File: src/logic/datapath_config.svh
`ifndef DATAPATH_CONFIG_SVH
`define DATAPATH_CONFIG_SVH

// ~~~~~~~~~~~~~~~~~~~~~~~~~~~~~~~~~~~~~~~~~~~~~~~~~~~~~~~~~~~~
// datapath sizing.
// ~~~~~~~~~~~~~~~~~~~~~~~~~~~~~~~~~~~~~~~~~~~~~~~~~~~~~~~~~~~~

// width of one bus word and of every 32-bit register.
`define DATA_WIDTH 32

// number of general registers, R0 to R15.
`define REG_COUNT 16

// ALU opcode and bus source select widths.
`define OPCODE_WIDTH 5
`define SEL_WIDTH 5

`endif

File: src/logic/busTypesPkg.sv
`include "datapath_config.svh"

package busTypesPkg;

  localparam int regCount = `REG_COUNT;

  typedef logic [`DATA_WIDTH-1:0] busWord;
  typedef logic [2*`DATA_WIDTH-1:0] doubleWord;
  typedef logic [`REG_COUNT-1:0] regStrobe;
  typedef logic [`REG_COUNT-1:0][`DATA_WIDTH-1:0] regBank;
  typedef logic [$clog2(`REG_COUNT)-1:0] regIndex;

  // which block currently owns the shared bus.
  typedef enum logic [`SEL_WIDTH-1:0] {
    srcNone,
    srcReg,
    srcPc,
    srcMdr,
    srcHi,
    srcLo,
    srcZHigh,
    srcZLow,
    srcIr
  } busSource;

endpackage

File: src/logic/fetchRegisters.sv
`timescale 1ns/1ns

module fetchRegisters import busTypesPkg::*; (
  input  logic   Clock,
  input  logic   rst,
  input  busWord busData,
  input  busWord Mdatain,
  input  logic   Read,
  input  logic   MDRin,
  input  logic   PCin,
  input  logic   IncPC,
  input  logic   IRin,
  input  logic   MARin,
  output busWord pcValue,
  output busWord mdrValue,
  output busWord irValue,
  output busWord marAddress
);

  busWord mdrNext;
  busWord pcNext;

  // memory data wins over the bus while a read is in progress.
  assign mdrNext = Read ? Mdatain : busData;

  // the incrementer is local to PC, so PC+1 never needs the bus or the ALU.
  assign pcNext = IncPC ? pcValue + busWord'(1) : busData;

  always_ff @(posedge Clock) begin
    if (rst) begin
      pcValue    <= '0;
      mdrValue   <= '0;
      irValue    <= '0;
      marAddress <= '0;
    end else begin
      if (PCin) begin
        pcValue <= pcNext;
      end
      if (MDRin) begin
        mdrValue <= mdrNext;
      end
      // IR is only stored here, decode lives in the controller.
      if (IRin) begin
        irValue <= busData;
      end
      if (MARin) begin
        marAddress <= busData;
      end
    end
  end

endmodule

File: config.mk
export PLATFORM = sky130hd
export DESIGN_NAME = fetchRegisters
export DESIGN_NICKNAME = d
export VERILOG_FILES = /design/src/logic/busTypesPkg.sv /design/src/logic/fetchRegisters.sv
export VERILOG_INCLUDE_DIRS = /design/src /design/src/logic
export SDC_FILE = /design/constraint.sdc
export NUM_CORES = 1
export LEC_CHECK = 0
export ABC_AREA = 1
export BUFFER_PORTS_ARGS = -buffer_cell sky130_fd_sc_hd__buf_2
export CELL_PAD_IN_SITES_DETAIL_PLACEMENT = 0
export CELL_PAD_IN_SITES_GLOBAL_PLACEMENT = 2
export CORE_AREA = 2 2 152 154
export CTS_CLUSTER_DIAMETER = 30
export CTS_CLUSTER_SIZE = 24
export DETAILED_ROUTE_END_ITERATION = 8
export DIE_AREA = 0 0 154 156
export PLACE_DENSITY_LB_ADDON = 0.1
export SLEW_MARGIN = 20
export SYNTH_ARGS = -nofsm -noshare
export SYNTH_HDL_FRONTEND = slang
export SYNTH_SLANG_ARGS = --single-unit
File: constraint.sdc
create_clock -name Clock -period 1.65 [get_ports Clock]
set_input_delay 0 -clock Clock [delete_from_list [all_inputs] [get_ports Clock]]
set_output_delay 0 -clock Clock [all_outputs]
set_load 0.01 [all_outputs]
======== Word-level counts from Yosys, hierarchy flattened ========
Index checks and enable logic that the tools add are counted.
word-level totals
  register bits ........................... 128
  input port bits ......................... 72
  output and inout bits ................... 128
cells by class
  $add $sub $neg .......................... 1
  multiplexer cells ....................... 2
operators with widths
  cell                                                             count
  32-bit two-way mux                                               2
  32-bit by 1-bit adder with 32-bit output, second input constant  1

======== Logic depth before layout (Yosys ltp) ========
Gate-level depths: netlist (run 1).
  depth in word-level cells ............... 2
  gate-level depth with buffers ........... 11
  mapped depth without buffers ............ 11

======== Worst setup path before layout (run 1) ========
OpenSTA, ideal clock, no wires.
  path type ............................... register to register
  start point ............................. register pcValue[0]
  end point ............................... register pcValue[28]
  setup time .............................. 0.132 ns
  data arrival time ....................... 1.323 ns
  data required time ...................... 1.518 ns
  slack ................................... 0.195 ns
  stages on the path, launching flop included .. 11
  path buffers ............................ 0
  period minus slack after synthesis ...... 1.455 ns
  path through ............................ dfxtp_1 -> ha_1 -> inv_1 -> nor2_4 -> nand2_4 -> nor2_2 -> nand2_1 -> nand2_1 -> nand3_1 -> nand2_1 -> a21oi_2
between the ends
  word-level cells in the longest chain between the ends .. 2
RTL lines
  item                                      RTL line              RTL
  from (decl)                               fetchRegisters.sv:14  output busWord pcValue,
  from (signal assigned)                    fetchRegisters.sv:37  pcValue <= pcNext;
  32-bit by 1-bit adder with 32-bit output  fetchRegisters.sv:27  assign pcNext = IncPC ? pcValue + busWord'(1) : busData;
  32-bit two-way mux                        fetchRegisters.sv:27
Every way passes these cells.
A chain may end at the register's enable or synchronous reset.

======== Worst setup path in the final report (run 1) ========
  start point ............................. register pcValue[22]
  end point ............................... register pcValue[26]
Same word-level chain as after synthesis.

==> run metrics, run 1 <==
Initial DRC Count=roughly 270; die width=around 150 um; Root Buffer=clkbuf_16; Worst Hold Slack=between 0.09 and 0.1 ns; Crit Path Max Fanout=6; fin cells=~1400; routability cong.=0.794; TritonCTS clock tree=built; post-synth design cell area=between 5000 and 6000 um^2; Synth area leaders=dfxtp_1 43%, nand2_1 11%, nor2_1 9.2%; R2R Setup Slk=roughly 0.14 ns; Switching Share=a little over a quarter; worst path bufs/invs=0; Post-DRT Antenna Nets=0; Flop pwr share=38.9%; CTS sink cnt=128; Most used DFF post-synth=dfxtp_1; wire length per cell=between 15 and 20 um; Largest delay share family, worst path=simple AND/OR/NAND/NOR gates; Synth async-reset ratio=0%; sequential fraction of the synthesis area=43.0%; crit path time final=about 1.5 ns; final setup TNS=0 ns; GR peak layer=met2; Die Y=about 160 um; core area=~22000 um^2; Synth top cells by count=167 x nand2_1, 146 x nor2_1, 128 x dfxtp_1; GRT Util Overall=between 10% and 20%; clk buf depth=2; critical path's slowest cell=dfxtp_1; Req. time, crit path=a little under 2 ns; count leader, synth=nand2_1; Peak VDD IR=0.588 mV; CTS Buf Count=17; PortBufs=199; TritonRoute pass-1 iters=4; period utilization=between 90% and 100%; met1 usage=approximately 25%; Combinational Power Share=14.8%; #FFs+latches synth=about 130; slowest stage delay, CP=0.47 ns; Clock Power Share=between 40% and 50%; Layout area overhead=46.2%; critical path, cell by cell=nand2_1, nor2_1, nand2_1, nor2_1, nand2_1, nand2_1, nand3_1, nand2_1, a21oi_1; Total Power=around 9000 uW; syn_nets=approximately 940; Core Util, Final=between 30 and 40%; Setup crit end kind=register; Crit Path Category=register to register; dpl cells=~1300; Vias per Instance=between 4 and 5; IO Count=200; FILL cells=about 2400; Max Cap Viol=0; run status=finished, final reports clean; Post-synth EDFFs=0; DP Wirelength=around 16 mm; Initial Util=around a quarter; most common cell type on the critical path=nand2_1; Power Dens Cells=1020 nW/um^2; first-pass GRT wire length=between 30 and 40 mm; Sequential cell area=around 2600 um^2; NetSw=2420 uW; WP data arrival=around 1.8 ns; ratio of cells with drive above 1 in the final layout=26.7%; cell internal pwr=6450 uW; DRT Wirelength=22.9 mm; Reg clk slew, reported paths=about 0.06 ns; Clock Latency Late Sink=about 0.42 ns; top-area cell type share of the netlist area=between 40% and 50%; min-delay worst type=primary input to register; largest net degree at the start of global routing=~110; M3 GR Usage=between 4 and 5%; cell count after synthesis=865; post-synth top area cell=dfxtp_1; Slew HR=43.8%; final net count=around 1200; max-slew violations=0; Worst Setup Start Kind=register; Max Clk Rate=around 660 MHz; Die Area=24000 um^2; grt met2 use=31.4%; H-tree depth=4; Tightest Pin Transition=approximately 0.84 ns; RSZ-0062 raised after global routing=true; synthesized area per cell=slightly below 7 um^2; detailed-route via count=6436; Rows=55; vias in the first global route=6124; number of distinct library cells after synthesis=29; initial antenna violation count=1; P_leak=between 0.004 and 0.005 uW; Multi-input gate area=about 2900 um^2; total grt overflow=0; final hold vios=0; Post-route DRC=0; clk_skew=approximately 0.006 ns; yosys warns=0; Final setup viols=0
## routing by layer
| metal | vias to the layer above | part of all wire (%) |
|---|---|---|
| met5 | - | 0 |
| met4 | 0 | 0.87 |
| met3 | 12 | 5.0 |
| met2 | 141 | 47 |
| met1 | 2935 | 47 |
| li1 | 3348 | - |
## area by class of cell
cell class | count | share of cell area (%)
antenna | 1 | 0.0287
clock buffer | 19 | 5.08
clock inverter | 12 | 2.09
inverter | 80 | 3.44
multi-input combinational | 603 | 33.1
sequential | 128 | 29.5
tap | 285 | 4.09
timing repair buffer | 300 | 22.6
## sequential cells by signal, indices dropped and copies added (netlist names)
| signal | count |
|---|---|
| irValue | 32 |
| marAddress | 32 |
| mdrValue | 32 |
| pcValue | 32 |
## final timing paths
check                                  start            to  cells past startpoint
worst max-delay path             pcValue[22]   pcValue[26]                      9
worst min-delay path                   MDRin  mdrValue[29]                      3
worst max register to register   pcValue[22]   pcValue[26]                      9
worst min register to register  mdrValue[22]  mdrValue[22]                      2
## tightest hold or removal path, stage by stage
cell      delay, ns
buf_2          0.22
o211ai_1       0.21
inv_1          0.04
## cell usage in the layout (no fill, tap or decap), types with 2 or more instances in the layout
cell type        n
o21ai_0         78
nor2_2           9
bufinv_16        4
nand2_2          7
o211ai_1        42
buf_12           4
clkinvlp_4       3
nor2_1         145
inv_2            2
nor2_4           7
dfxtp_2          6
a21oi_2          3
o21ai_1          5
a21oi_1         58
inv_1           78
buf_2          199
nand3b_1         3
o22ai_1          4
o21a_1           4
inv_6            3
nand3_1         54
dfxtp_1        121
a211oi_1         7
clkbuf_16       17
buf_4           30
dlygate4sd3_1   67
nand2_1        167
or2_2            4
## power groups by stage
stage | Sequential (uW) | Combinational, uW | Clock, uW
2_1_floorplan | 3610 | 520 | 0
3_3_place_gp | 3520 | 1210 | 0
3_5_place_dp | 3520 | 1210 | 0
4_1_cts | 3450 | 1340 | 4210
5_1_grt | 3480 | 1470 | 4330
6_report | 3450 | 1320 | 4110
## kinds of logic after synthesis
logic type | after synthesis | share of synthesized area (%)
adder cells (fa/ha/maj) | 1 | 0.210
AO/OA/AOI/OAI | 202 | 19.5
buffers and inverters | 134 | 8.73
AND/OR/NAND/NOR | 400 | 28.6
flip-flops | 128 | 43.0
## repair_timing
item / in CTS / in global routing
gates resized for setup: 0 / 11
setup buffers: 0 / 0
hold buffers: 67 / 0
hold endpoints to repair: 101 / 0
endpoints found under the setup margin: 0 / 17
## metrics by stage
stage          area [um^2]  setup slack (ns)
2_1_floorplan         5960             0.195
3_3_place_gp          7400            0.0853
3_5_place_dp          7400            0.0861
4_1_cts               8700            0.0846
5_1_grt               8720         -0.000619
6_report              8720             0.144
Power figures use the tool's default switching activity.
==> inputs of run 2 (changes only) <==
--- a/config.mk
+++ b/config.mk
@@ -6,15 +6,15 @@
 export SDC_FILE = /design/constraint.sdc
 export NUM_CORES = 1
 export LEC_CHECK = 0
-export ABC_AREA = 1
+export ABC_AREA = 0
 export BUFFER_PORTS_ARGS = -buffer_cell sky130_fd_sc_hd__buf_2
 export CELL_PAD_IN_SITES_DETAIL_PLACEMENT = 0
-export CELL_PAD_IN_SITES_GLOBAL_PLACEMENT = 2
-export CORE_AREA = 2 2 152 154
+export CELL_PAD_IN_SITES_GLOBAL_PLACEMENT = 1
+export CORE_AREA = 4 4 131 133
 export CTS_CLUSTER_DIAMETER = 30
 export CTS_CLUSTER_SIZE = 24
 export DETAILED_ROUTE_END_ITERATION = 8
-export DIE_AREA = 0 0 154 156
+export DIE_AREA = 0 0 135 137
 export PLACE_DENSITY_LB_ADDON = 0.1
 export SLEW_MARGIN = 20
 export SYNTH_ARGS = -nofsm -noshare
==> run 2 against run 1 <==
Against the previous run: flip-flop and latch count unchanged; critical endpoint is now pcValue[19]; sequential power about the same; worst hold slack worse by 0.027 ns; setup slack worse by 0.089 ns; critical path depth down 5; cell area down 0.10%; via count down 7.0%; critical path type unchanged; total power down 6.7%.
==> run metrics, run 2 <==
final net count=1005 (-16%); final setup margin=0.0555 ns (-0.0887 ns); Die Y=137 um (-12%); WP data arrival=1.88 ns (+0.08 ns); clk buf depth=2 (unchanged); IO Count=200 (unchanged); Die Area=18500 um^2 (-23%); Hold Path Stages=3 (unchanged); period utilization=96.6% (+5.4 points); Synth top cells by count=128 x dfxtp_1, 124 x nor2_1, 98 x mux2i_1; Clock Latency Late Sink=0.41 ns (about the same); Max Clk Rate=627 MHz (-5.6%); die width=135 um (-12%); number of diodes=0 (-1); cell count after synthesis=640 (-26%); Crit Path Category=register to register; syn_nets=713 (-24%); Vias per Instance=5.17 (+15%); vias in the first global route=5708 (-6.8%); H-tree depth=4 (unchanged); Crit Path Max Fanout=4 (-2); wire length per cell=18.0 um (+12%); ratio of cells with drive above 1 in the final layout=33.9% (+7.2 points); TritonRoute pass-1 iters=4 (unchanged); Root Buffer=clkbuf_16; crit path time final=1.59 ns (+0.0887 ns); wire length on met1=9.68 mm (-10%); sequential fraction of the synthesis area=43.7% (+0.71 points); Sequential cell area=2580 um^2 (+0.15%); top-area cell type share of the netlist area=43.7% (+0.71 points); Reg clk slew, reported paths=0.05 ns (about the same); final hold vios=0 (unchanged); largest net degree at the start of global routing=65 (-38%); most frequent cells in the layout=198 x buf_2, 124 x nor2_1, 116 x dfxtp_1, 98 x mux2i_1, 71 x dlygate4sd3_1; initial antenna violation count=0 (-1); Tightest Pin Transition=0.676 ns (-0.166 ns); post-synth design cell area=5870 um^2 (-1.6%); max-slew violations=0 (unchanged); R2R cell count=4 (-5); number of distinct library cells after synthesis=62 (+110%); clk_skew=0.00944 ns (+0.00359 ns); Slew HR=54.9% (+11 points); Final setup viols=0 (unchanged); DRT Wirelength=20.9 mm (-8.8%); Post-DRT Antenna Nets=0 (unchanged); core area=15800 um^2 (-29%); Multi-input gate area=3110 um^2 (+7.6%); yosys warns=0 (unchanged); routability cong.=0.863 (+8.7%); CTS sink cnt=128 (unchanged); Total Power=8280 uW (-6.7%); Worst Setup Start Kind=register; TritonCTS clock tree=built; routed wl met2=9.56 mm (-11%); Post-Place Worst Slack=-0.0237 ns (-0.110 ns); first-pass GRT wire length=31.7 mm (-11%); Synth async-reset ratio=0% (unchanged); FILL cells=1462 (-39%); Most used DFF post-synth=dfxtp_1; WL met3=1.31 mm (+14%); Peak VDD IR=0.656 mV (+12%); Max Cap Viol=0 (unchanged); RSZ-0062 raised after global routing=true; run status=finished, final reports clean; top routing layer used=met4; #FFs+latches synth=128 (unchanged); Rows=46 (-16%); Setup crit end kind=register; Req. time, crit path=1.93 ns (-0.02 ns); Synth area leaders=dfxtp_1 44%, mux2i_1 17%, nor2_1 7.9%; Initial Util=37.1% (+10 points); most common cell after layout, fill and taps aside=buf_2; GRT Util Overall=21.8% (+2.8 points); Initial DRC Count=415 (+52%); Layout area overhead=48.5%; count leader, synth=dfxtp_1; Power Dens Cells=950 nW/um^2 (-6.6%); CTS Buf Count=17 (unchanged); Post-route DRC=0 (unchanged); synthesized area per cell=9.17 um^2 (+33%); PortBufs=199 (unchanged); post-synth top area cell=dfxtp_1; total grt overflow=0 (unchanged); P_leak=0.00408 uW (-0.76%); min-delay worst type=primary input to register; detailed-route via count=5985 (-7.0%); Post-synth EDFFs=0 (unchanged); DP Wirelength=14.7 mm (-8.3%)
[run 2: cell types whose count changed after synthesis, moves of 9 or more]
cell,previous run,this run
o211ai_1,42,1
a21oi_1,59,13
mux2i_1,0,98
nor4_1,0,9
a211oi_1,7,42
o21ai_0,78,8
nand4_1,0,12
nand2_1,167,24
nor2_1,146,124
clkbuf_1,40,28
nand3_1,54,11
inv_1,79,6
[run 2: layout make-up]
class,instances,area share (%)
clock buffer,22,5.44
clock inverter,7,0.718
inverter,7,0.302
multi-input combinational,452,35.7
sequential,128,29.6
tap,216,3.10
timing repair buffer,326,25.2
[run 2: per-layer routing]
metal	up-vias	track usage [%]
met4	0	6.61
met1	2823	29.8
met2	210	34.4
met5	-	0
met3	23	5.15
li1	2929	-
[run 2: cells by family (layout without fill, tap and decap cells)]
| kind of cell | count (synthesis) | after routing | synth area share (%) |
|---|---|---|---|
| adder cells (fa/ha/maj) | 1 | 1 | 0.213 |
| flip-flops | 128 | 128 | 43.7 |
| multiplexers | 98 | 98 | 16.7 |
| AND/OR/NAND/NOR | 228 | 228 | 19.5 |
| buffers and inverters | 60 | 362 | 4.24 |
| AO/OA/AOI/OAI | 125 | 125 | 15.7 |
[run 2: per-stage QoR]
step / cells / area (um^2) / setup TNS [ns] / hold slack [ns] / utilization (%)
final: 1158 / 8710 / 0 / 0.0672 / 55.0
after global routing: 1158 / 8710 / -0.0999 / 0.0685 / 55.0
after CTS: 1157 / 8670 / 0 / 0.0585 / 54.8
after detailed placement: 1057 / 7410 / -0.0237 / 0.315 / 46.8
after global placement: 1057 / 7410 / 0 / 0.305 / 46.8
after floorplan: 640 / 5890 / -0.0110 / 0.147 / -
[run 2: worst paths after layout]
path | startpoint | endpoint | slack (ns)
worst max-delay path | pcValue[15] | pcValue[19] | 0.06
worst min-delay path | MARin | marAddress[9] | 0.07
worst max register to register | pcValue[15] | pcValue[19] | 0.06
worst min register to register | mdrValue[7] | mdrValue[7] | 0.48
[run 2: worst max-delay path, cell delays in order (launching register included)]
cell and delay, ns:
dfxtp_2 0.35, nand4_4 0.15, or4_4 0.60, o32ai_2 0.27, a211oi_1 0.10
[run 2: power by group]
part | total, uW | internal (uW) | switching, uW
combinational | 1370 | 644 | 727
sequential | 3430 | 3300 | 125
clock | 3480 | 2150 | 1330
total | 8280 | 6100 | 2190
[run 2: repair_timing]
action / 4_1_cts / 5_1_grt
hold endpoints to repair: 107 / 0
gates resized for setup: 5 / 9
setup buffers: 0 / 1
hold buffers: 71 / 0
endpoints found under the setup margin: 2 / 13
pin swaps: 1 / 4
