--- src/logic/datapath_config.svh ---
`ifndef DATAPATH_CONFIG_SVH
`define DATAPATH_CONFIG_SVH

// ~~~~~~~~~~~~~~~~~~~~~~~~~~~~~~~~~~~~~~~~~~~~~~~~~~~~~~~~~~~~
// datapath sizing.
// ~~~~~~~~~~~~~~~~~~~~~~~~~~~~~~~~~~~~~~~~~~~~~~~~~~~~~~~~~~~~

// width of one bus word and of every 32-bit register.
`define DATA_WIDTH 32

// number of general registers, R0 to R15.
`define REG_COUNT 16

// ALU opcode and bus source select widths.
`define OPCODE_WIDTH 5
`define SEL_WIDTH 5

`endif

--- src/logic/busTypesPkg.sv ---
`include "datapath_config.svh"

package busTypesPkg;

  localparam int regCount = `REG_COUNT;

  typedef logic [`DATA_WIDTH-1:0] busWord;
  typedef logic [2*`DATA_WIDTH-1:0] doubleWord;
  typedef logic [`REG_COUNT-1:0] regStrobe;
  typedef logic [`REG_COUNT-1:0][`DATA_WIDTH-1:0] regBank;
  typedef logic [$clog2(`REG_COUNT)-1:0] regIndex;

  // which block currently owns the shared bus.
  typedef enum logic [`SEL_WIDTH-1:0] {
    srcNone,
    srcReg,
    srcPc,
    srcMdr,
    srcHi,
    srcLo,
    srcZHigh,
    srcZLow,
    srcIr
  } busSource;

endpackage

--- src/logic/registerFile.sv ---
`timescale 1ns/1ns

module registerFile import busTypesPkg::*; (
  input  logic     Clock,
  input  logic     rst,
  input  busWord   busData,
  input  regStrobe Rin,
  input  logic     HIin,
  input  logic     LOin,
  output regBank   regValues,
  output busWord   hiValue,
  output busWord   loValue
);

  // ~~~~~~~~~~~~~~~~~~~~~~~~~~~~~~~~~~~~~~~~~~~~~~~~~~~~~~~~~~~~
  // general registers R0 to R15.
  // ~~~~~~~~~~~~~~~~~~~~~~~~~~~~~~~~~~~~~~~~~~~~~~~~~~~~~~~~~~~~

  // each register has its own in-strobe bit, so several may load
  // the same bus word in one cycle.
  always_ff @(posedge Clock) begin
    if (rst) begin
      regValues <= '0;
    end else begin
      for (int i = 0; i < regCount; i++) begin
        if (Rin[i]) begin
          regValues[i] <= busData;
        end
      end
    end
  end

  // ~~~~~~~~~~~~~~~~~~~~~~~~~~~~~~~~~~~~~~~~~~~~~~~~~~~~~~~~~~~~
  // HI and LO.
  // ~~~~~~~~~~~~~~~~~~~~~~~~~~~~~~~~~~~~~~~~~~~~~~~~~~~~~~~~~~~~

  // these hold the Z halves once the controller moves them off the bus.
  always_ff @(posedge Clock) begin
    if (rst) begin
      hiValue <= '0;
      loValue <= '0;
    end else begin
      if (HIin) begin
        hiValue <= busData;
      end
      if (LOin) begin
        loValue <= busData;
      end
    end
  end

endmodule

--- config.mk ---
export PLATFORM = sky130hd
export DESIGN_NAME = registerFile
export DESIGN_NICKNAME = d
export VERILOG_FILES = /design/src/logic/busTypesPkg.sv /design/src/logic/registerFile.sv
export VERILOG_INCLUDE_DIRS = /design/src /design/src/logic
export SDC_FILE = /design/constraint.sdc
export NUM_CORES = 1
export LEC_CHECK = 0
export ABC_AREA = 1
export BUFFER_PORTS_ARGS = -buffer_cell sky130_fd_sc_hd__buf_2
export CORE_ASPECT_RATIO = 0.7
export CORE_MARGIN = 3
export CORE_UTILIZATION = 35
export DETAILED_ROUTE_END_ITERATION = 16
export HOLD_SLACK_MARGIN = 0.05
export PLACE_DENSITY = 0.55
export SLEW_MARGIN = 5
export SYNTH_ARGS = -nofsm -noshare
export SYNTH_HDL_FRONTEND = slang
export SYNTH_SLANG_ARGS = --single-unit
--- constraint.sdc ---
create_clock -name Clock -period 1 [get_ports Clock]
set_input_delay 0.2 -clock Clock [delete_from_list [all_inputs] [get_ports Clock]]
set_output_delay 0.2 -clock Clock [all_outputs]
set_load 0.005 [all_outputs]
After elaboration in Yosys (flattened, before gate mapping)
Cells that the tools add are included.
Word-level totals
  bits in registers: 576
  bits of input ports: 52
  output and inout port bits: 576
  logic and storage cells: 18

Longest topological paths before layout
Gate-level depths: netlist of run 1.
  word-level depth: 0
  mapped depth: 5
  mapped depth without buffers: 4

Worst setup path before layout of run 1
Ideal clock, no wire load.
  path kind: input-to-reg
  start: input LOin
  end: register loValue[10]
  setup time: 113 ps
  arrival: 670 ps
  required time: 887 ps
  slack: 217 ps
  stages: 5
  buffers on the path: 2
  cell sequence: buf_2 -> buf_2 -> nand2_1 -> nand2_1 -> nor2_1
RTL lines
  start: declaration: line registerFile.sv:9  | input logic LOin,
  end signal: assignment: line registerFile.sv:47  | loValue <= busData;
  end: declaration: line registerFile.sv:12  | output busWord loValue

Worst setup path after layout of run 1
  start: register regValues[0] (netlist bit)
  end: output regValues[0] (netlist bit)
RTL lines
  start: declaration: line registerFile.sv:10  | output regBank regValues,
  start signal: indexed assignment: line registerFile.sv:27  | regValues[i] <= busData;
No word-level cell between the ends.

==> results of run 1 <==
==> registers in the layout (all words and copies together), names as in the netlist <==
signal	count
loValue	32
regValues	512
hiValue	32
==> final timing paths <==
| kind | startpoint | to | slack, ps | depth (start not counted) |
|---|---|---|---|---|
| worst max-delay path | regValues[0]$_SDFFE_PP0P_ | regValues[0] | -270 | 1 |
| worst min-delay path | Rin[10] | regValues[350]$_SDFFE_PP0P_ | 100 | 4 |
| worst max register to register | regValues[93]$_SDFFE_PP0P_ | regValues[93]$_SDFFE_PP0P_ | 290 | 3 |
| worst min register to register | regValues[146]$_SDFFE_PP0P_ | regValues[146]$_SDFFE_PP0P_ | 470 | 2 |
==> kinds of logic after synthesis <==
family | after synthesis | share of synthesized area, %
simple gates | 2304 | 39.73
flops | 576 | 52.97
buf+inv | 254 | 7.300
==> timing repair <==
| action | 4_1_cts | 5_1_grt |
|---|---|---|
| gates cloned | 0 | 1 |
| hold buffers | 11 | 0 |
| setup endpoints to repair | 576 | 592 |
| hold endpoints to repair | 22 | 0 |
| setup buffers | 30 | 30 |
| gates resized for setup | 910 | 84 |
==> per-layer routing <==
metal | global-route usage [%] | wire length (um) | share of wire (%)
met1 | 28.54 | 33400 | 43
met2 | 37.58 | 36770 | 48
met3 | 4.818 | 4308 | 5.6
met4 | 7.340 | 2502 | 3.3
met5 | 0 | 0 | 0
==> final cells by class <==
cell class	count	area, um2
clock buffer	84	1658
clock inverter	13	145.1
fill	5915	29100
inverter	33	143.9
multi-input combinational	2304	8648
sequential	576	12250
tap	808	1011
timing repair buffer	796	7757
==> tightest hold or removal path, delay by kind of cell <==
family | cells | cell delay [ps]
buffers and inverters | 2 | 290
and+or+nand+nor | 2 | 170
==> per-stage QoR <==
step                hold slack, ps  setup TNS [ps]  cells  cell area (um2)  worst slack, ps
finish                       100.2         -128230   4614            31620           -269.2
floorplan                    466.1               0   3134            21770            216.8
CTS                          50.65         -158670   4583            30850           -307.9
global route                 83.70         -159180   4614            31620           -308.5
global placement             452.3          -28010   4445            26040           -103.9
detailed placement           459.1          -33880   4445            26040           -120.9
==> cells in the final DEF, fill, tap and decap left out, drive strengths merged <==
cell type and count:
dlymetal6s4s 1, clkbuf 85, clkinvlp 3, inv 1, nand2 1152, dlygate4sd3 10, bufinv 3, clkinv 39
dfxtp 576, buf 784, nor2 1152
==> report_power, final <==
group | switching [uW] | total, uW | internal [uW]
sequential | 1110 | 26000 | 24900
clock | 9100 | 21200 | 12100
combinational | 4420 | 8740 | 4330
total | 14600 | 56000 | 41400
==> impl_metrics.py, run 1 <==
metrics = {
    "critical_path": {
        "start_kind": "flop",
        "cp_max_fo": 2,
        "max_stage_delay_ps": 370,
        "path_buf_inv": 1,
        "crit_family": "flip-flops",
        "end_kind": "output pin",
        "cp_data_arrival_time_ps": 1070,
        "cp_slowest_cell": "dfxtp_2",
        "worst-setup-path-type": "flop to output pin",
        "path_cells": "buf_6",
        "required_ps": 800,
    },
    "clock_tree": {
        "cts_tree": "yes",
        "path_clk_slew_ps": 70,
        "clock-sinks": 576,
        "htreeDepth": 2,
        "clk_latency_ps": 590,
        "cts-root-buf": "clkbuf_16",
        "clockBufferDepth": 3,
        "cts-buffers-inserted": 56,
    },
    "timing": {
        "fin_crit_sh_pct": 126.9,
        "max_slew_margin_pct": 79.90,
        "timing.final.ws_setup_ps": -269.2,
        "finalSetupViolCount": 576,
        "min_period_ps": 1269,
        "final-max-slew-violation-count": 0,
        "worst_pin_slew_ps": 301.5,
        "rsz0062_at_grt": "yes",
        "hold_viol_final": 0,
        "fmax_mhz": 787.9,
        "fin_worst_skew_ps": 0,
    },
    "pwr": {
        "ir_drop_v": 0.001241,
        "p_per_area_nw_per_um2": 1771,
        "total_power_uw": 55980,
        "p_leak_uw": 0.01588,
    },
    "logic_synthesis": {
        "netlist_area_um2": 21770,
        "synth_top_area_share_pct": 52.97,
        "ys.flop_type": "dfxtp_1",
        "yosysWarnings": 0,
        "synth_edf_count": 0,
        "yosys-top-cells-count": "1,152 x nand2_1, 1,152 x nor2_1, 576 x dfxtp_1",
        "yosysSeqAreaShare_pct": 52.97,
        "synth.ff_latch_count": 576,
        "netlist_instances": 3134,
        "synth_area_leaders": "dfxtp_1 53%, nand2_1 20%, nor2_1 20%",
        "synth_cell_type_count": 8,
        "synth-async-reset-ratio_pct": 0,
        "synth_area_leader_cell": "dfxtp_1",
        "synth_nets": 3186,
        "avgSynthCellArea_um2": 6.946,
    },
    "route": {
        "dr_total_vias": 20300,
        "drtIter0Drc": 1145,
        "postRouteAntennaNets": 0,
        "routed_wl_um": 76980,
        "drcViolationCount": 0,
        "drt_pass1_iterations": 5,
        "vias_per_cell": 4.399,
        "wl_per_cell_um": 16.68,
    },
    "floorplanning": {
        "die_y_um": 214.7,
        "die_area_um2": 65270,
        "rows": 75,
        "die_w_um": 304.1,
        "floorplan.initialDensity_pct": 35.85,
        "io-pin-count": 628,
        "fp.coreArea_um2": 60710,
    },
    "global_route": {
        "grt_pass1_vias": 18350,
        "grt_max_degree": 54,
        "globalRoute.totalOverflow": 0,
        "grt_pass1_wl_um": 114900,
        "grtUsageTotal_pct": 22.35,
        "antenna_found_initial": 1,
    },
    "hold_path": {
        "min_path_type": "input pin to flop",
    },
    "placement": {
        "hpwl_um": 50840,
        "gp_routability_congestion": 0.7858,
        "port_buffers": 627,
    },
    "layout": {
        "final_core_util_pct": 52.07,
        "drive_gt1_share_pct": 37.99,
        "antenna_cells": 0,
        "areaGrowthSynthToFinish_pct": 45.23,
        "layout.nets": 3819,
    },
    "outcome": {
        "violations": "setup timing",
        "status": "finished, violations left",
    },
    "flow_run": {
        "max_cap_viol_count": 0,
    },
}
(Power assumes the default switching activity.)
==> run 2: changes to the inputs <==
==> constraint.sdc (replaced) <==
create_clock -name Clock -period 1 [get_ports Clock]
set_input_delay 0.3 -clock Clock [delete_from_list [all_inputs] [get_ports Clock]]
set_output_delay 0.3 -clock Clock [all_outputs]
set_load 0.005 [all_outputs]
==> run 2 against run 1 <==
Net effect:
- the run still ends with setup timing left
- maximum frequency decreased by 6.5%
- critical path depth unchanged
- die area unchanged
- via count increased by 0.35%
- non-clock buffer count increased by 9
- sequential power about the same
- final cell count increased by 0.26%
- utilization increased by 0.41 points
- first-iteration DRC count increased by 14%
==> impl_metrics.py, run 2 (synthesis gave the netlist of run 1 again) <==
metrics = {
    "global_route": {
        "globalRoute.totalOverflow": 0,
        "grt_pass1_vias": 18620,
        "grt_pass1_wl_um": 115900,
        "grtUsageTotal_pct": 22.50,
        "antenna_found_initial": 1,
        "grt_max_degree": 51,
    },
    "timing": {
        "max_slew_margin_pct": 79.05,
        "fin_worst_skew_ps": 0,
        "min_period_ps": 1358,
        "hold_viol_final": 0,
        "finalSetupViolCount": 576,
        "timing.final.ws_setup_ps": -357.5,
        "timing.hold.ws_ps": 137.0,
        "final-max-slew-violation-count": 0,
        "worst_pin_slew_ps": 314.3,
        "rsz0062_at_grt": "yes",
        "fmax_mhz": 736.6,
        "fin_crit_sh_pct": 135.8,
    },
    "placement": {
        "hpwl_um": 51630,
        "port_buffers": 627,
        "gp_routability_congestion": 0.7999,
        "place_inst": 4464,
    },
    "pwr": {
        "ir_drop_v": 0.001348,
        "p_per_area_nw_per_um2": 1772,
        "p_leak_uw": 0.01599,
    },
    "critical_path": {
        "crit_family": "flip-flops",
        "start_kind": "flop",
        "cp_data_arrival_time_ps": 1060,
        "path_cells": "buf_2",
        "end_kind": "output pin",
        "required_ps": 700,
        "worst-setup-path-type": "flop to output pin",
        "max_stage_delay_ps": 350,
        "cp_max_fo": 2,
        "cp_slowest_cell": "dfxtp_2",
        "path_buf_inv": 1,
    },
    "layout": {
        "layout_common_cells": "1,152 x nand2_1, 1,151 x nor2_1, 576 x dfxtp_2, 409 x buf_6, 218 x buf_2",
        "regMostFlops": "regValues",
        "antenna_cells": 0,
        "final_common_cell": "nand2_1",
        "largest_reg_flops": 512,
        "multiInputGateArea_um2": 8651,
        "final-instance-count-excl-fill": 4626,
        "drive_gt1_share_pct": 38.42,
        "regArea_um2": 12250,
        "reg.largest.list": "regValues: 512 flops, hiValue: 32 flops, loValue: 32 flops",
        "layout.nets": 3829,
        "areaGrowthSynthToFinish_pct": 46.38,
        "fillers": 5893,
    },
    "clock_tree": {
        "clock-sinks": 576,
        "cts_tree": "yes",
        "clockBufferDepth": 3,
        "cts-buffers-inserted": 57,
        "htreeDepth": 2,
        "path_clk_slew_ps": 60,
        "cts-root-buf": "clkbuf_16",
        "clk_latency_ps": 580,
    },
    "route": {
        "routed_wl_um": 77170,
        "drcViolationCount": 0,
        "dr_total_vias": 20370,
        "postRouteAntennaNets": 0,
        "wl_per_cell_um": 16.68,
        "drt_pass1_iterations": 5,
        "vias_per_cell": 4.403,
        "drtIter0Drc": 1302,
    },
    "outcome": {
        "status": "finished, violations left",
        "violations": "setup timing",
    },
    "hold_path": {
        "min_path_type": "input pin to flop",
    },
    "floorplanning": {
        "die_y_um": 214.7,
        "fp.coreArea_um2": 60710,
        "io-pin-count": 628,
        "rows": 75,
        "floorplan.initialDensity_pct": 35.85,
        "die_w_um": 304.1,
        "die_area_um2": 65270,
    },
    "flow_run": {
        "max_cap_viol_count": 0,
    },
}
[run 2: layout make-up]
type	count	share of cell area (%)
timing repair buffer	805	24.89
clock buffer	94	5.705
sequential	576	38.45
tap	808	3.173
inverter	33	0.4398
clock inverter	6	0.1924
multi-input combinational	2304	27.15
[run 2: path summary, 6_finish.rpt]
path / from / endpoint / slack, ps / cells past startpoint
worst min register to register: regValues[60]$_SDFFE_PP0P_ / regValues[60]$_SDFFE_PP0P_ / 460 / 2
worst min-delay path: Rin[3] / regValues[127]$_SDFFE_PP0P_ / 140 / 4
worst max-delay path: loValue[6]$_SDFFE_PP0P_ / loValue[6] / -360 / 1
worst max register to register: regValues[254]$_SDFFE_PP0P_ / regValues[254]$_SDFFE_PP0P_ / 150 / 4
[run 2: metrics by stage]
step / worst slack, ps / utilization, % / setup TNS (ps) / area (um2) / power [uW]
5_1_grt: -414.6 / 52.48 / -219380 / 31860 / 59040
4_1_cts: -412.6 / 51.25 / -217740 / 31110 / 56660
2_1_floorplan: 116.8 / - / 0 / 21770 / 29700
6_report: -357.5 / 52.48 / -188450 / 31860 / 56480
3_3_place_gp: -220.9 / 43.18 / -91900 / 26220 / 33250
3_5_place_dp: -243.9 / 43.18 / -100180 / 26220 / 33290
[run 2: report_power, final]
part	leakage (uW)	switching, uW	total, uW	internal (uW)
Clock	0.000925	9080	21600	12500
Sequential	0.00496	1130	26000	24900
Combinational	0.0101	4410	8820	4410
[run 2: what timing repair did]
item / CTS / global route
endpoints found under the setup margin: 576 / 586
hold endpoints to repair: 3 / 0
setup buffers: 28 / 31
gates resized for setup: 925 / 82
hold buffers: 2 / 0
cloned: 0 / 1
[run 2: per-layer routing]
layer	wire length, um	part of all wire [%]	GRT usage, %	up-vias
met5	0	0	0	-
met4	2814	3.6	8.063	0
met3	4340	5.6	4.621	138
met2	36500	47	37.78	498
met1	33510	43	28.66	9171
li1	-	-	-	10560
==> run 3: changes to the inputs <==
Settings changed: ABC_AREA 1 to 0, CTS_BUF_LIST set to sky130_fd_sc_hd__clkbuf_2.
==> run 3 against run 2 <==
Net effect:
- the run still ends with setup timing left
- register-to-register slack is essentially flat
- worst hold slack gained 17 ps
- power shrank 12%
- sequential share of layout area grew 0.91 points
- non-clock buffer count grew 82
- area after synthesis shrank 0.89%
- maximum frequency shrank 36%
- critical path type unchanged
- largest cell class unchanged
==> impl_metrics.py, run 3 <==
metrics = {
    "layout": {
        "final-instance-count-excl-fill": 3660,
        "reg.largest.list": "regValues: 512 flops, hiValue: 32 flops, loValue: 32 flops",
        "fillers": 5468,
        "final_core_util_pct": 51.53,
        "regMostFlops": "regValues",
        "largest_reg_flops": 512,
        "layout_common_cells": "576 x mux2i_1, 576 x nor2_1, 574 x dfxtp_2, 450 x buf_6, 198 x clkbuf_2",
        "drive_gt1_share_pct": 55.24,
        "areaGrowthSynthToFinish_pct": 44.35,
        "layout.nets": 2811,
    },
    "placement": {
        "dp_slack_ps": -211.0,
        "port_buffers": 627,
        "gp_routability_congestion": 0.8082,
        "place_inst": 3245,
        "hpwl_um": 48150,
    },
    "logic_synthesis": {
        "netlist_area_um2": 21570,
        "yosys-top-cells-count": "576 x dfxtp_1, 576 x mux2i_1, 576 x nor2_1",
        "synth-async-reset-ratio_pct": 0,
        "avgSynthCellArea_um2": 11.19,
        "synth_cell_type_count": 8,
        "synth_area_leaders": "dfxtp_1 53%, mux2i_1 27%, nor2_1 10%",
        "synth.ff_latch_count": 576,
        "synth_top_area_share_pct": 53.45,
        "synth_area_leader_cell": "dfxtp_1",
        "yosysSeqAreaShare_pct": 53.45,
        "netlist_instances": 1928,
        "synth_nets": 1980,
        "ys.flop_type": "dfxtp_1",
        "yosysWarnings": 0,
        "synth_edf_count": 0,
    },
    "global_route": {
        "antenna_found_initial": 2,
        "grtUsageTotal_pct": 21.95,
        "grt_max_degree": 70,
        "grt_pass1_wl_um": 106500,
        "globalRoute.totalOverflow": 0,
        "grt_pass1_vias": 16920,
    },
    "floorplanning": {
        "fp.coreArea_um2": 60430,
        "die_y_um": 213.7,
        "rows": 75,
        "die_area_um2": 64700,
        "die_w_um": 302.7,
        "io-pin-count": 628,
        "floorplan.initialDensity_pct": 35.70,
    },
    "timing": {
        "worst_pin_slew_ps": 1124,
        "min_period_ps": 2115,
        "fin_worst_skew_ps": 0,
        "fin_crit_sh_pct": 211.5,
        "rsz0062_at_grt": "yes",
        "max_slew_margin_pct": 24.98,
        "timing.hold.ws_ps": 154.4,
        "fmax_mhz": 472.7,
        "finalSetupViolCount": 619,
        "hold_viol_final": 0,
        "final-max-slew-violation-count": 0,
        "timing.final.ws_setup_ps": -1115,
    },
    "critical_path": {
        "reg2reg_slack_ps": 160,
        "cp_slowest_cell": "dfxtp_2",
        "required_ps": 700,
        "cp_data_arrival_time_ps": 1820,
        "path_buf_inv": 1,
        "end_kind": "output pin",
        "path_cells": "buf_2",
        "max_stage_delay_ps": 340,
        "cp_max_fo": 2,
        "crit_family": "flip-flops",
        "worst-setup-path-type": "flop to output pin",
        "start_kind": "flop",
    },
    "route": {
        "route.met2.wl_um": 36020,
        "top_layer_used": "met4",
        "drt-met1-wl_um": 30150,
        "drtIter0Drc": 795,
        "postRouteAntennaNets": 0,
        "routed_wl_um": 74030,
        "dr_total_vias": 16920,
        "drt_pass1_iterations": 4,
        "wl_per_cell_um": 20.23,
        "dr_wl_met3_um": 5640,
        "drcViolationCount": 0,
        "vias_per_cell": 4.623,
    },
    "flow_run": {
        "max_cap_viol_count": 0,
    },
    "clock_tree": {
        "clockBufferDepth": 3,
        "cts-root-buf": "clkbuf_2",
        "clock-sinks": 576,
        "cts_tree": "yes",
        "clk_latency_ps": 1270,
        "path_clk_slew_ps": 110,
        "htreeDepth": 4,
        "cts-buffers-inserted": 142,
    },
    "outcome": {
        "status": "finished, violations left",
        "violations": "setup timing",
    },
    "pwr": {
        "p_leak_uw": 0.01537,
        "ir_drop_v": 0.0008042,
        "p_per_area_nw_per_um2": 1590,
    },
    "hold_path": {
        "min_path_type": "input pin to flop",
    },
}
-- run 3: what timing repair did --
| item | 4_1_cts | 5_1_grt |
|---|---|---|
| hold buffers | 105 | 28 |
| setup endpoints to repair | 576 | 1111 |
| gates cloned | 0 | 0 |
| gates resized for setup | 908 | 134 |
| hold endpoints to repair | 576 | 297 |
| setup buffers | 37 | 37 |
-- run 3: routing by layer --
metal	track usage, %	vias up
li1	-	8021
met1	25.65	8195
met2	36.47	572
met3	8.097	133
met4	9.304	0
met5	0	-
-- run 3: power by group --
part | internal [uW] | switching, uW
sequential | 24600 | 953
combinational | 4320 | 3640
clock | 6550 | 9470
-- run 3: cells by family after synthesis --
logic type,count (synthesis),share of synthesized area (%)
mux,576,26.72
buf+inv,200,9.807
simple gates,576,10.02
flops,576,53.45
-- run 3: path summary, 6_finish.rpt --
path | from | to | cells after the start
max | regValues[331]$_SDFFE_PP0P_ | regValues[331] | 1
min | Rin[0] | regValues[29]$_SDFFE_PP0P_ | 5
max reg2reg | regValues[450]$_SDFFE_PP0P_ | regValues[450]$_SDFFE_PP0P_ | 4
min reg2reg | regValues[327]$_SDFFE_PP0P_ | regValues[327]$_SDFFE_PP0P_ | 2
-- run 3: through the flow --
| step | instance area, um2 | total power (uW) | TNS (ps) |
|---|---|---|---|
| final | 31140 | 49510 | -607260 |
| after global routing | 31140 | 52060 | -714230 |
| after CTS | 30070 | 49580 | -759030 |
| after detailed placement | 24720 | 31720 | -47000 |
| after global placement | 24720 | 31580 | -38630 |
| after floorplan | 21570 | 29240 | 0 |
-- run 3: final cells by class --
| cell class | count | area, um2 | area share [%] |
|---|---|---|---|
| clock inverters | 33 | 264.0 | 0.8477 |
| clock buffers | 198 | 991.0 | 3.182 |
| repair buffers | 887 | 8678 | 27.87 |
| well taps | 808 | 1011 | 3.246 |
| multi-input cells | 1152 | 7928 | 25.45 |
| diodes | 6 | 15.01 | 0.04821 |
| flip-flops and latches | 576 | 12260 | 39.36 |
