==> src/logic/datapath_config.svh <==
`ifndef DATAPATH_CONFIG_SVH
`define DATAPATH_CONFIG_SVH

// ~~~~~~~~~~~~~~~~~~~~~~~~~~~~~~~~~~~~~~~~~~~~~~~~~~~~~~~~~~~~
// datapath sizing.
// ~~~~~~~~~~~~~~~~~~~~~~~~~~~~~~~~~~~~~~~~~~~~~~~~~~~~~~~~~~~~

// width of one bus word and of every 32-bit register.
`define DATA_WIDTH 32

// number of general registers, R0 to R15.
`define REG_COUNT 16

// ALU opcode and bus source select widths.
`define OPCODE_WIDTH 5
`define SEL_WIDTH 5

`endif

==> src/logic/busTypesPkg.sv <==
`include "datapath_config.svh"

package busTypesPkg;

  localparam int regCount = `REG_COUNT;

  typedef logic [`DATA_WIDTH-1:0] busWord;
  typedef logic [2*`DATA_WIDTH-1:0] doubleWord;
  typedef logic [`REG_COUNT-1:0] regStrobe;
  typedef logic [`REG_COUNT-1:0][`DATA_WIDTH-1:0] regBank;
  typedef logic [$clog2(`REG_COUNT)-1:0] regIndex;

  // which block currently owns the shared bus.
  typedef enum logic [`SEL_WIDTH-1:0] {
    srcNone,
    srcReg,
    srcPc,
    srcMdr,
    srcHi,
    srcLo,
    srcZHigh,
    srcZLow,
    srcIr
  } busSource;

endpackage

==> src/logic/busEncoder.sv <==
`timescale 1ns/1ns

module busEncoder import busTypesPkg::*; (
  input  regStrobe  Rout,
  input  logic      PCout,
  input  logic      MDRout,
  input  logic      IRout,
  input  logic      HIout,
  input  logic      LOout,
  input  logic      Zhighout,
  input  logic      Zlowout,
  input  regBank    regValues,
  input  busWord    pcValue,
  input  busWord    mdrValue,
  input  busWord    irValue,
  input  busWord    hiValue,
  input  busWord    loValue,
  input  doubleWord zValue,
  output busWord    busData
);

  busSource source;
  regIndex  regSel;

  // the lowest numbered register wins if the controller raises two Rout bits.
  always_comb begin
    regSel = '0;
    for (int i = regCount - 1; i >= 0; i--) begin
      if (Rout[i]) begin
        regSel = regIndex'(i);
      end
    end
  end

  always_comb begin
    if (|Rout)         source = srcReg;
    else if (PCout)    source = srcPc;
    else if (MDRout)   source = srcMdr;
    else if (HIout)    source = srcHi;
    else if (LOout)    source = srcLo;
    else if (Zhighout) source = srcZHigh;
    else if (Zlowout)  source = srcZLow;
    else if (IRout)    source = srcIr;
    else               source = srcNone;
  end

  // a plain mux replaces the tri-state bus, idle reads as zero.
  always_comb begin
    case (source)
      srcReg:   busData = regValues[regSel];
      srcPc:    busData = pcValue;
      srcMdr:   busData = mdrValue;
      srcHi:    busData = hiValue;
      srcLo:    busData = loValue;
      srcZHigh: busData = zValue[2*$bits(busWord)-1:$bits(busWord)];
      srcZLow:  busData = zValue[$bits(busWord)-1:0];
      srcIr:    busData = irValue;
      default:  busData = '0;
    endcase
  end

endmodule

==> config.mk <==
export PLATFORM = sky130hd
export DESIGN_NAME = busEncoder
export DESIGN_NICKNAME = d
export VERILOG_FILES = /design/src/logic/busTypesPkg.sv /design/src/logic/busEncoder.sv
export VERILOG_INCLUDE_DIRS = /design/src /design/src/logic
export SDC_FILE = /design/constraint.sdc
export NUM_CORES = 1
export LEC_CHECK = 0
export ABC_AREA = 1
export BUFFER_PORTS_ARGS = -buffer_cell sky130_fd_sc_hd__buf_4
export CAP_MARGIN = 20
export CORE_AREA = 2 2 305 307
export DETAILED_ROUTE_END_ITERATION = 12
export DIE_AREA = 0 0 307 309
export PLACE_DENSITY = 0.3
export SLEW_MARGIN = 15
export SYNTH_ARGS = -nofsm -noshare
export SYNTH_HDL_FRONTEND = slang
export SYNTH_SLANG_ARGS = --single-unit
==> constraint.sdc <==
create_clock -name vclk -period 7.35
set_input_delay 1.47 -clock vclk [all_inputs]
set_output_delay 1.47 -clock vclk [all_outputs]
set_load 0.05 [all_outputs]
# == After elaboration in Yosys (flattened, before gate mapping) ==
# Index checks and enable logic that the tools add are counted.
# op_classes
order_cmp,1
eq_ne,8
mux,27
reduce_logical,1
# ops
cell,count
one-hot mux 32 bit (8 select lines),1
binary-select mux 32 bit (select 4 bit),1
2-to-1 mux 4 bit,24
2-to-1 mux 32 bit,1
"== test 5 x 3 -> 1 bit, second input constant",4
OR reduction 16 bit,1
"== test 5 x 2 -> 1 bit, second input constant",2
"== test 5 x 1 -> 1 bit, second input constant",1
"== test 5 x 4 -> 1 bit, second input constant",1
"less-than comparator 4 x 5 -> 1 bit, second input constant",1
# totals
regBits,0
inputBits,759
out_inout_bits,32
word_cells,37

# == Longest topological paths before layout ==
# Gate-level depths: netlist (run 1).
# logic_depth
ltp_word,19
ltp_mapped,25
ltp_nobuf,24

# == Worst setup path after synthesis (run 1) ==
# Ideal clock, no wire load.
# synth_timing
kind,input to output
from,input Rout[14]
to,output busData[1]
arrival_ns,3.218
required_ns,5.880
path_slack_ns,2.662
stages,14
n_path_buf,1
cell_sequence,nor2_1 -> nand3_1 -> nor2_2 -> nand2_4 -> clkinv_2 -> nand2_2 -> nor2_1 -> nand2_1 -> inv_2 -> clkbuf_1 -> nand2_1 -> nand4_1 -> a211oi_1 -> nand2_1
# synth_between
elab_chain_len,18
elab_cells_between_ends,28
classes_between,8 x eq/ne; 19 x mux; 1 x reduce/logical
# synth_rtl
element,line_no,rtl
"start, declared",busEncoder.sv:4,"input regStrobe Rout,"
2-to-1 mux 4 bit (15 in series),busEncoder.sv:29,if (Rout[i]) begin
binary-select mux 32 bit (select 4 bit),busEncoder.sv:50,srcReg: busData = regValues[regSel];
2-to-1 mux 32 bit (implied by the code),busEncoder.sv:50,
one-hot mux 32 bit (8 select lines) (*),busEncoder.sv:49,case (source)
"end, declared",busEncoder.sv:19,output busWord busData
# Mark *: on every way between the ends. The rest lies on a longest branch, timed or not. The select of a mux whose other input is x is not followed.

# == Worst setup path after layout (run 1) ==
# layout_timing
from,input Rout[14]
to,output busData[13]
# Same word-level chain as after synthesis.

==> results.py, run 1 <==
metrics = {
    "outcome": {
        "status": "finished, final reports clean",
    },
    "sta": {
        "setup_ws_ns": 0.835,
        "post-route-period-util_pct": 88.6,
        "drv_slew": 0,
        "min_period_ns": 6.51,
        "finalHoldViolCount": 0,
        "max_freq_ghz": 0.154,
        "slew_headroom_pct": 25.0,
        "rsz0062_at_grt": "no",
        "whs_ns": 3.32,
        "setup_viol": 0,
        "worst_pin_slew_ns": 1.12,
        "fin_tns_setup_ns": 0,
    },
    "power_and_ir_drop": {
        "leakage_nw": 6.99,
        "powerDensity_mw_per_mm2": 64.5,
        "p_total_w": 0.000920,
        "peakVddDrop_mv": 0.0232,
    },
    "synth": {
        "syn-cell-area_mm2": 0.00721,
        "yosys_warnings": 0,
        "ys_types": 29,
        "synthCells": 1510,
        "avgSynthCellArea_um2": 4.77,
        "synth_fp_nets": 2269,
        "synth_seq_area_share_pct": 0,
    },
    "routing": {
        "final_antenna_net_count": 0,
        "wl_per_cell_um": 25.2,
        "firstDrtPassIters": 5,
        "wl_um": 84800,
        "drcViolationCount": 0,
        "num_vias": 14000,
        "viasPerCell": 4.17,
        "drt_iter0_markers": 1155,
    },
    "critical_path": {
        "cp-end-kind": "output port",
        "path_class": "in2out",
        "worstPathMaxFanout": 72,
        "cp-start-kind": "input port",
        "cp.required_ns": 5.88,
        "cp.arrival_ns": 5.04,
    },
    "grt": {
        "grt_usage_pct": 16.7,
        "antenna_found_initial": 18,
        "grt_pass1_wl_um": 114000,
        "overflow": 0,
        "grt_pass1_vias": 14800,
        "grt_max_degree": 129,
    },
    "hold_path": {
        "min_path_type": "in2out",
    },
    "final_layout": {
        "area.growth.synth_to_final_pct": 98.1,
        "regArea_um2": 0,
        "num-nets-final": 2936,
        "post-route-util_pct": 15.6,
        "seq_cells": 0,
        "clock_buffers": 0,
        "drive_gt1_share_pct": 38.9,
    },
    "floorplan": {
        "die-area_mm2": 0.0949,
        "ioPinCount": 791,
        "initial_core_util_pct": 7.88,
        "fp-row-count": 111,
        "die_h_um": 309,
        "die_w_um": 307,
        "core_area_mm2": 0.0914,
    },
    "placement": {
        "pre_cts_ws_ns": 0.779,
        "dp_hpwl_um": 70900,
        "place.gp.congestion": 0.895,
        "port_buffers": 791,
    },
    "clock_tree": {
        "cts_setup_buffers": 0,
        "post_cts_resized": 0,
        "postCtsHoldBufs": 0,
    },
    "run": {
        "cap_violations": 0,
    },
}
[layout by cell type, fill, tap and decap left out]
| cell type | count |
|---|---|
| a221oi_2 | 2 |
| nand2_1 | 444 |
| clkinv_2 | 3 |
| inv_8 | 1 |
| nor2_2 | 3 |
| a32o_1 | 7 |
| nand2_4 | 1 |
| inv_6 | 1 |
| a221oi_1 | 1 |
| nand2_8 | 2 |
| inv_2 | 4 |
| buf_12 | 5 |
| nand2_2 | 3 |
| a211oi_1 | 29 |
| nor2_1 | 10 |
| o21ai_0 | 1 |
| buf_4 | 814 |
| a21oi_1 | 1 |
| nand3_1 | 739 |
| o31ai_1 | 1 |
| nand3_4 | 1 |
| a2111oi_2 | 1 |
| diode_2 | 8 |
| a22o_1 | 24 |
| nor2_4 | 3 |
| clkinv_1 | 1 |
| a211oi_2 | 2 |
| a21oi_4 | 1 |
| o211ai_1 | 1 |
| nand3b_1 | 2 |
| inv_1 | 37 |
| nand4_1 | 30 |
[cell families (layout without fill, tap and decap cells)]
group | count (synthesis) | in the layout | share of synthesized area (%)
buf+inv | 201 | 866 | 12.4
other cells | 0 | 8 | 0
compound gates | 71 | 71 | 8.42
simple gates | 1238 | 1238 | 79.2
[where the power goes]
part | total, W | switching (W) | internal (W)
registers | 0 | 0 | 0
logic | 0.000920 | 0.000515 | 0.000406
clock network | 0.000000000130 | 0 | 0.000000000130
total | 0.000920 | 0.000515 | 0.000406
[final timing paths]
| kind | depth (start not counted) | endpoint | from |
|---|---|---|---|
| setup / recovery | 25 | busData[13] | Rout[14] |
| hold / removal | 4 | busData[20] | zValue[20] |
[critical path: stages]
cell and delay (ns):
buf_4 0.11, inv_1 0.04, nand2_1 0.05, nand2_1 0.06, nand2_1 0.05, nand2_1 0.05, nand2_1 0.05, nand2_1 0.06
nand2_1 0.05, nand2_1 0.05, nand2_1 0.04, nand2_1 0.05, nand2_1 0.05, nand2_1 0.06, nand2_2 0.08, nand2_8 0.34
nand2_8 0.47, buf_4 0.44, nand2_1 0.11, nand3_1 0.07, nand3_1 0.12, nand3_1 0.44, nand3_1 0.36, nand2_1 0.08
buf_4 0.20
[cell type report]
type | count | area [um2]
antenna | 8 | 20.0
inverter | 47 | 193
multi-input combinational | 1309 | 6360
timing repair buffer | 819 | 6210
fill | 10800 | 77100
tap | 1186 | 1480
[cell usage after synthesis]
cell type	n	share of area, %
clkinv_2	2	0.14
nor2_2	3	0.26
buf_1	14	0.73
buf_2	62	4.3
clkbuf_1	65	3.4
nand2_4	3	0.47
a221oi_1	1	0.12
nand3_1	740	51
nand3b_1	2	0.21
inv_2	6	0.31
nand4_1	30	2.6
a2111oi_2	1	0.21
buf_4	10	1.0
nand2_2	3	0.26
buf_6	2	0.31
a221oi_2	2	0.42
clkbuf_4	1	0.10
nor2_1	11	0.57
nor2_4	2	0.31
o21ai_0	1	0.069
o31ai_1	1	0.10
a211oi_2	2	0.35
a32o_1	7	0.97
a211oi_1	29	3.0
a22o_1	24	2.9
a21oi_1	2	0.14
o211ai_1	1	0.10
inv_1	39	2.0
nand2_1	444	23
[routing by layer]
metal	wire, um	global-route usage [%]	share of wire (%)	vias to the layer above
met5	138	0	0.16	-
met4	1510	2.90	1.8	18
met3	6220	3.41	7.3	64
met2	41000	29.0	48	644
met1	35900	21.5	42	6692
li1	-	-	-	6628
[stage by stage]
stage / instances / instance area, um2
after floorplan: 1510 / 7210
after detailed placement: 3361 / 14300
after global placement: 3361 / 14300
after CTS: 3361 / 14300
final: 3369 / 14300
after global routing: 3366 / 14300
(Power assumes the default switching activity.)
==> run 2, diff against run 1 <==
--- a/config.mk
+++ b/config.mk
@@ -12,7 +12,8 @@
 export CORE_AREA = 2 2 305 307
 export DETAILED_ROUTE_END_ITERATION = 12
 export DIE_AREA = 0 0 307 309
-export PLACE_DENSITY = 0.3
+export PLACE_DENSITY = 0.38
+export SETUP_SLACK_MARGIN = 0.1
 export SLEW_MARGIN = 15
 export SYNTH_ARGS = -nofsm -noshare
 export SYNTH_HDL_FRONTEND = slang
==> run 2 against run 1 <==
Cell area up 1.2%; critical path depth down 12; cell count up 0.39%; largest cell class is now non-clock buffers; maximum frequency up 6.8%; first-iteration DRC count down 9.6%; via count down 0.75%; non-clock buffer count up 15; sequential cell count unchanged; largest power group unchanged; critical path type unchanged; worst hold slack worse by 0.0054 ns; utilization up 0.19 points.
==> results.py, run 2 (synthesized netlist as in run 1, its figures left out) <==
metrics = {
    "outcome": {
        "status": "finished, final reports clean",
    },
    "sta": {
        "setup_viol": 0,
        "rsz0062_at_grt": "no",
        "min_period_ns": 6.10,
        "fin_tns_setup_ns": 0,
        "finalHoldViolCount": 0,
        "slew_headroom_pct": 35.7,
        "max_freq_ghz": 0.164,
        "post-route-period-util_pct": 83.0,
        "worst_pin_slew_ns": 0.958,
        "drv_slew": 0,
    },
    "power_and_ir_drop": {
        "p_total_w": 0.000922,
        "comb_power_share_pct": 100.0,
        "leakage_nw": 7.09,
        "powerDensity_mw_per_mm2": 63.8,
        "peakVddDrop_mv": 0.0217,
        "p_int_w": 0.000413,
        "swShare_pct": 55.2,
        "p_seq_share_pct": 0,
        "pwr-share-clk_pct": 0,
        "p_sw_w": 0.000509,
    },
    "floorplan": {
        "initial_core_util_pct": 7.88,
        "die_w_um": 307,
        "fp-row-count": 111,
        "core_area_mm2": 0.0914,
        "ioPinCount": 791,
        "die-area_mm2": 0.0949,
        "die_h_um": 309,
    },
    "final_layout": {
        "num-nets-final": 2951,
        "nFillCells": 10900,
        "seq_cells": 0,
        "regArea_um2": 0,
        "layout_common_cells": "824 x buf_4, 739 x nand3_1, 444 x nand2_1",
        "drive_gt1_share_pct": 39.4,
        "mostFrequentLayoutCell": "buf_4",
        "area.growth.synth_to_final_pct": 100,
        "design_area_mm2": 0.0144,
        "clock_buffers": 0,
    },
    "critical_path": {
        "crit_buf_inv": 5,
        "cp-start-kind": "input port",
        "cp.arrival_ns": 4.63,
        "crit_slowest_cell": "a211oi_1",
        "max_stage_delay_ns": 0.79,
        "path_class": "in2out",
        "path_cells": "buf_4 > inv_8 > nand4_1 > nor2_2 > nand2_4 > clkinv_2 > nand2_2 > nand3_1 > inv_2 > a22o_1 > a211oi_1 > nand2_1 > buf_4",
        "cp.required_ns": 5.88,
        "cp-end-kind": "output port",
        "worstPathMaxFanout": 32,
        "critical_path.top_delay_family": "compound AO/OA/AOI/OAI gates",
        "path_common_cell": "buf_4",
    },
    "routing": {
        "drt_iter0_markers": 1044,
        "firstDrtPassIters": 5,
        "wl_um": 85400,
        "viasPerCell": 4.12,
        "num_vias": 13900,
        "drcViolationCount": 0,
        "final_antenna_net_count": 0,
        "wl_per_cell_um": 25.3,
    },
    "clock_tree": {
        "cts_setup_buffers": 0,
        "post_cts_resized": 0,
        "postCtsHoldBufs": 0,
    },
    "run": {
        "cap_violations": 0,
    },
    "placement": {
        "placed_cell_area_mm2": 0.0144,
        "place.gp.congestion": 0.880,
        "port_buffers": 791,
        "dp_hpwl_um": 72900,
    },
    "grt": {
        "grt_pass1_vias": 13800,
        "overflow": 0,
        "antenna_found_initial": 24,
        "grt_pass1_wl_um": 112000,
        "grt_max_degree": 137,
        "grt_usage_pct": 16.8,
    },
    "hold_path": {
        "min_path_type": "in2out",
    },
}
## run 2: changes by cell type in the layout (fill, tap and decap cells not counted), sizes merged
| cell | change |
|---|---|
| buf | +15 |
| diode | -2 |
## run 2: worst min-delay path, cell delays in order
cell and delay (ns):
buf_4 0.08, a211oi_1 0.05, nand2_1 0.06, buf_4 0.19
## run 2: final timing paths
| check | endpoint | cells after the start | startpoint |
|---|---|---|---|
| worst min-delay path | busData[4] | 4 | mdrValue[4] |
| worst max-delay path | busData[22] | 13 | Rout[0] |
## run 2: routing by layer
metal	track usage, %	part of all wire [%]	up-vias
met3	4.28	8.6	43
li1	-	-	6658
met1	22.4	44	6556
met5	0	0.16	-
met4	1.26	0.94	20
met2	28.1	47	664
## run 2: power groups by stage
stage | Clock [W] | Combinational, W | Sequential (W)
floorplan | 0 | 0.000382 | 0
detailed placement | 0 | 0.000943 | 0
global route | 0.0000000000364 | 0.00100 | 0
CTS | 0 | 0.000946 | 0
finish | 0.0000000000923 | 0.000922 | 0
global placement | 0 | 0.000943 | 0
## run 2: layout make-up
type / count / area [um2] / share of cell area (%)
multi-input combinational: 1309 / 6360 / 44.1
timing repair buffer: 834 / 6390 / 44.2
inverter: 47 / 193 / 1.33
antenna: 6 / 15.0 / 0.104
tap: 1186 / 1480 / 10.3
## run 2: metrics by stage
step                      setup slack (ns)  util, %  hold WS [ns]  cells
after floorplan                       2.66        -          3.31   1510
after global placement                1.18     15.8          3.32   3376
after detailed placement              1.23     15.8          3.32   3376
after CTS                             1.23     15.8          3.32   3376
after global routing                 0.983     15.8          3.34   3378
final                                 1.25     15.8          3.32   3382
==> run 3, diff against run 2 <==
--- a/config.mk
+++ b/config.mk
@@ -9,10 +9,10 @@
 export ABC_AREA = 1
 export BUFFER_PORTS_ARGS = -buffer_cell sky130_fd_sc_hd__buf_4
 export CAP_MARGIN = 20
-export CORE_AREA = 2 2 305 307
+export CORE_AREA = 2 2 304 306
 export DETAILED_ROUTE_END_ITERATION = 12
-export DIE_AREA = 0 0 307 309
-export PLACE_DENSITY = 0.38
+export DIE_AREA = 0 0 306 308
+export PLACE_DENSITY = 0.39
 export SETUP_SLACK_MARGIN = 0.1
 export SLEW_MARGIN = 15
 export SYNTH_ARGS = -nofsm -noshare
==> constraint.sdc (replaced) <==
create_clock -name vclk -period 5.27
set_input_delay 1.054 -clock vclk [all_inputs]
set_output_delay 1.054 -clock vclk [all_outputs]
set_load 0.05 [all_outputs]
==> run 3 against run 2 <==
Die area fell by 0.65%; utilization is 0.36 points higher; first-iteration DRC count is 14% higher; cell count is 0.50% higher; non-clock buffer count grew 18; cell area up 1.8%; critical path type unchanged; largest cell class unchanged.
==> results.py, run 3 (synthesized netlist as in run 1, its figures left out) <==
metrics = {
    "outcome": {
        "status": "finished, final reports clean",
    },
    "sta": {
        "rsz0062_at_grt": "no",
        "min_period_ns": 5.02,
        "slew_headroom_pct": 50.6,
        "worst_pin_slew_ns": 0.742,
        "drv_slew": 0,
        "post-route-period-util_pct": 95.2,
        "setup_viol": 0,
        "max_freq_ghz": 0.199,
        "fin_tns_setup_ns": 0,
        "setup_ws_ns": 0.253,
        "whs_ns": 2.48,
        "finalHoldViolCount": 0,
    },
    "floorplan": {
        "ioPinCount": 791,
        "core_area_mm2": 0.0910,
        "die_h_um": 308,
        "die-area_mm2": 0.0942,
        "fp-row-count": 111,
        "die_w_um": 306,
        "initial_core_util_pct": 7.92,
    },
    "grt": {
        "antenna_found_initial": 30,
        "grt_pass1_wl_um": 115000,
        "grt_usage_pct": 17.5,
        "grt_max_degree": 116,
        "overflow": 0,
        "grt_pass1_vias": 14200,
    },
    "final_layout": {
        "area.growth.synth_to_final_pct": 104,
        "mostFrequentLayoutCell": "buf_4",
        "nFillCells": 10800,
        "num-nets-final": 2970,
        "seq_cells": 0,
        "layout_common_cells": "833 x buf_4, 737 x nand3_1, 444 x nand2_1",
        "clock_buffers": 0,
        "regArea_um2": 0,
        "drive_gt1_share_pct": 40.1,
    },
    "placement": {
        "dp_hpwl_um": 74500,
        "port_buffers": 791,
        "pre_cts_ws_ns": 0.108,
        "place.gp.congestion": 0.889,
    },
    "power_and_ir_drop": {
        "leakage_nw": 7.22,
        "pwr-share-clk_pct": 0,
        "p_int_w": 0.000586,
        "comb_power_share_pct": 100.0,
        "swShare_pct": 54.9,
        "p_seq_share_pct": 0,
        "powerDensity_mw_per_mm2": 88.4,
        "p_sw_w": 0.000714,
        "peakVddDrop_mv": 0.0483,
    },
    "critical_path": {
        "cp-end-kind": "output port",
        "cp-start-kind": "input port",
        "crit_slowest_cell": "nand3_1",
        "worstPathMaxFanout": 79,
        "max_stage_delay_ns": 0.34,
        "critical_path.top_delay_family": "simple AND/OR/NAND/NOR gates",
        "crit_buf_inv": 5,
        "path_common_cell": "nand2_1",
        "path_class": "in2out",
        "cp.required_ns": 4.22,
        "cp.arrival_ns": 3.96,
    },
    "routing": {
        "drt_iter0_markers": 1187,
        "drcViolationCount": 0,
        "final_antenna_net_count": 0,
        "viasPerCell": 4.17,
        "wl_um": 88400,
        "wl_per_cell_um": 26.0,
        "firstDrtPassIters": 6,
        "num_vias": 14200,
    },
    "clock_tree": {
        "cts_setup_buffers": 0,
    },
    "hold_path": {
        "min_path_type": "in2out",
    },
    "run": {
        "cap_violations": 0,
    },
}
[run 3: cell types whose count changed in the layout (fill, tap and decap cells not counted), sizes merged]
cell / previous run / this run
diode: 6 / 4
clkinv: 4 / 3
inv: 43 / 44
buf: 834 / 852
nand2: 450 / 451
[run 3: area by class of cell]
cell class                      instances  area, um2  area share [%]
Antenna cell                            4       10.0          0.0681
Multi-Input combinational cell       1310       6390            43.5
Timing Repair Buffer                  852       6630            45.1
Tap cell                             1186       1480            10.1
Inverter                               47        195            1.33
[run 3: through the flow]
stage               util, %  instance area [um2]  total power, W  cells
floorplan                 -                 7210        0.000533   1510
global placement       16.1                14700         0.00132   3394
detailed placement     16.1                14700         0.00132   3394
CTS                    16.1                14700         0.00133   3394
global route           16.2                14700         0.00141   3398
finish                 16.2                14700         0.00130   3399
[run 3: worst paths after layout]
kind	from	endpoint	slack, ns	cells after the start
setup / recovery	Rout[14]	busData[27]	0.25	25
hold / removal	zValue[29]	busData[29]	2.48	4
[run 3: power by group through the flow]
stage / clock (W) / combinational [W] / sequential (W)
final: 0.0000000000780 / 0.00130 / 0
after global routing: 0.0000000000767 / 0.00141 / 0
after CTS: 0 / 0.00133 / 0
after detailed placement: 0 / 0.00132 / 0
after global placement: 0 / 0.00132 / 0
after floorplan: 0 / 0.000533 / 0
[run 3: routing by layer]
metal  up-vias  part of all wire (%)  routed length (um)  global-route usage, %
li1       6699                     -                   -                      -
met3        70                   8.9                7900                   5.04
met4        22                   2.1                1820                   3.45
met5         -                  0.14                 123                      0
met1      6670                    43               38400                   22.9
met2       707                    45               40200                   28.3
[run 3: repair_timing]
item                       CTS  global route
setup endpoints to repair    0             7
hold endpoints to repair     0             0
hold buffers                 0             0
resized for setup            0             6
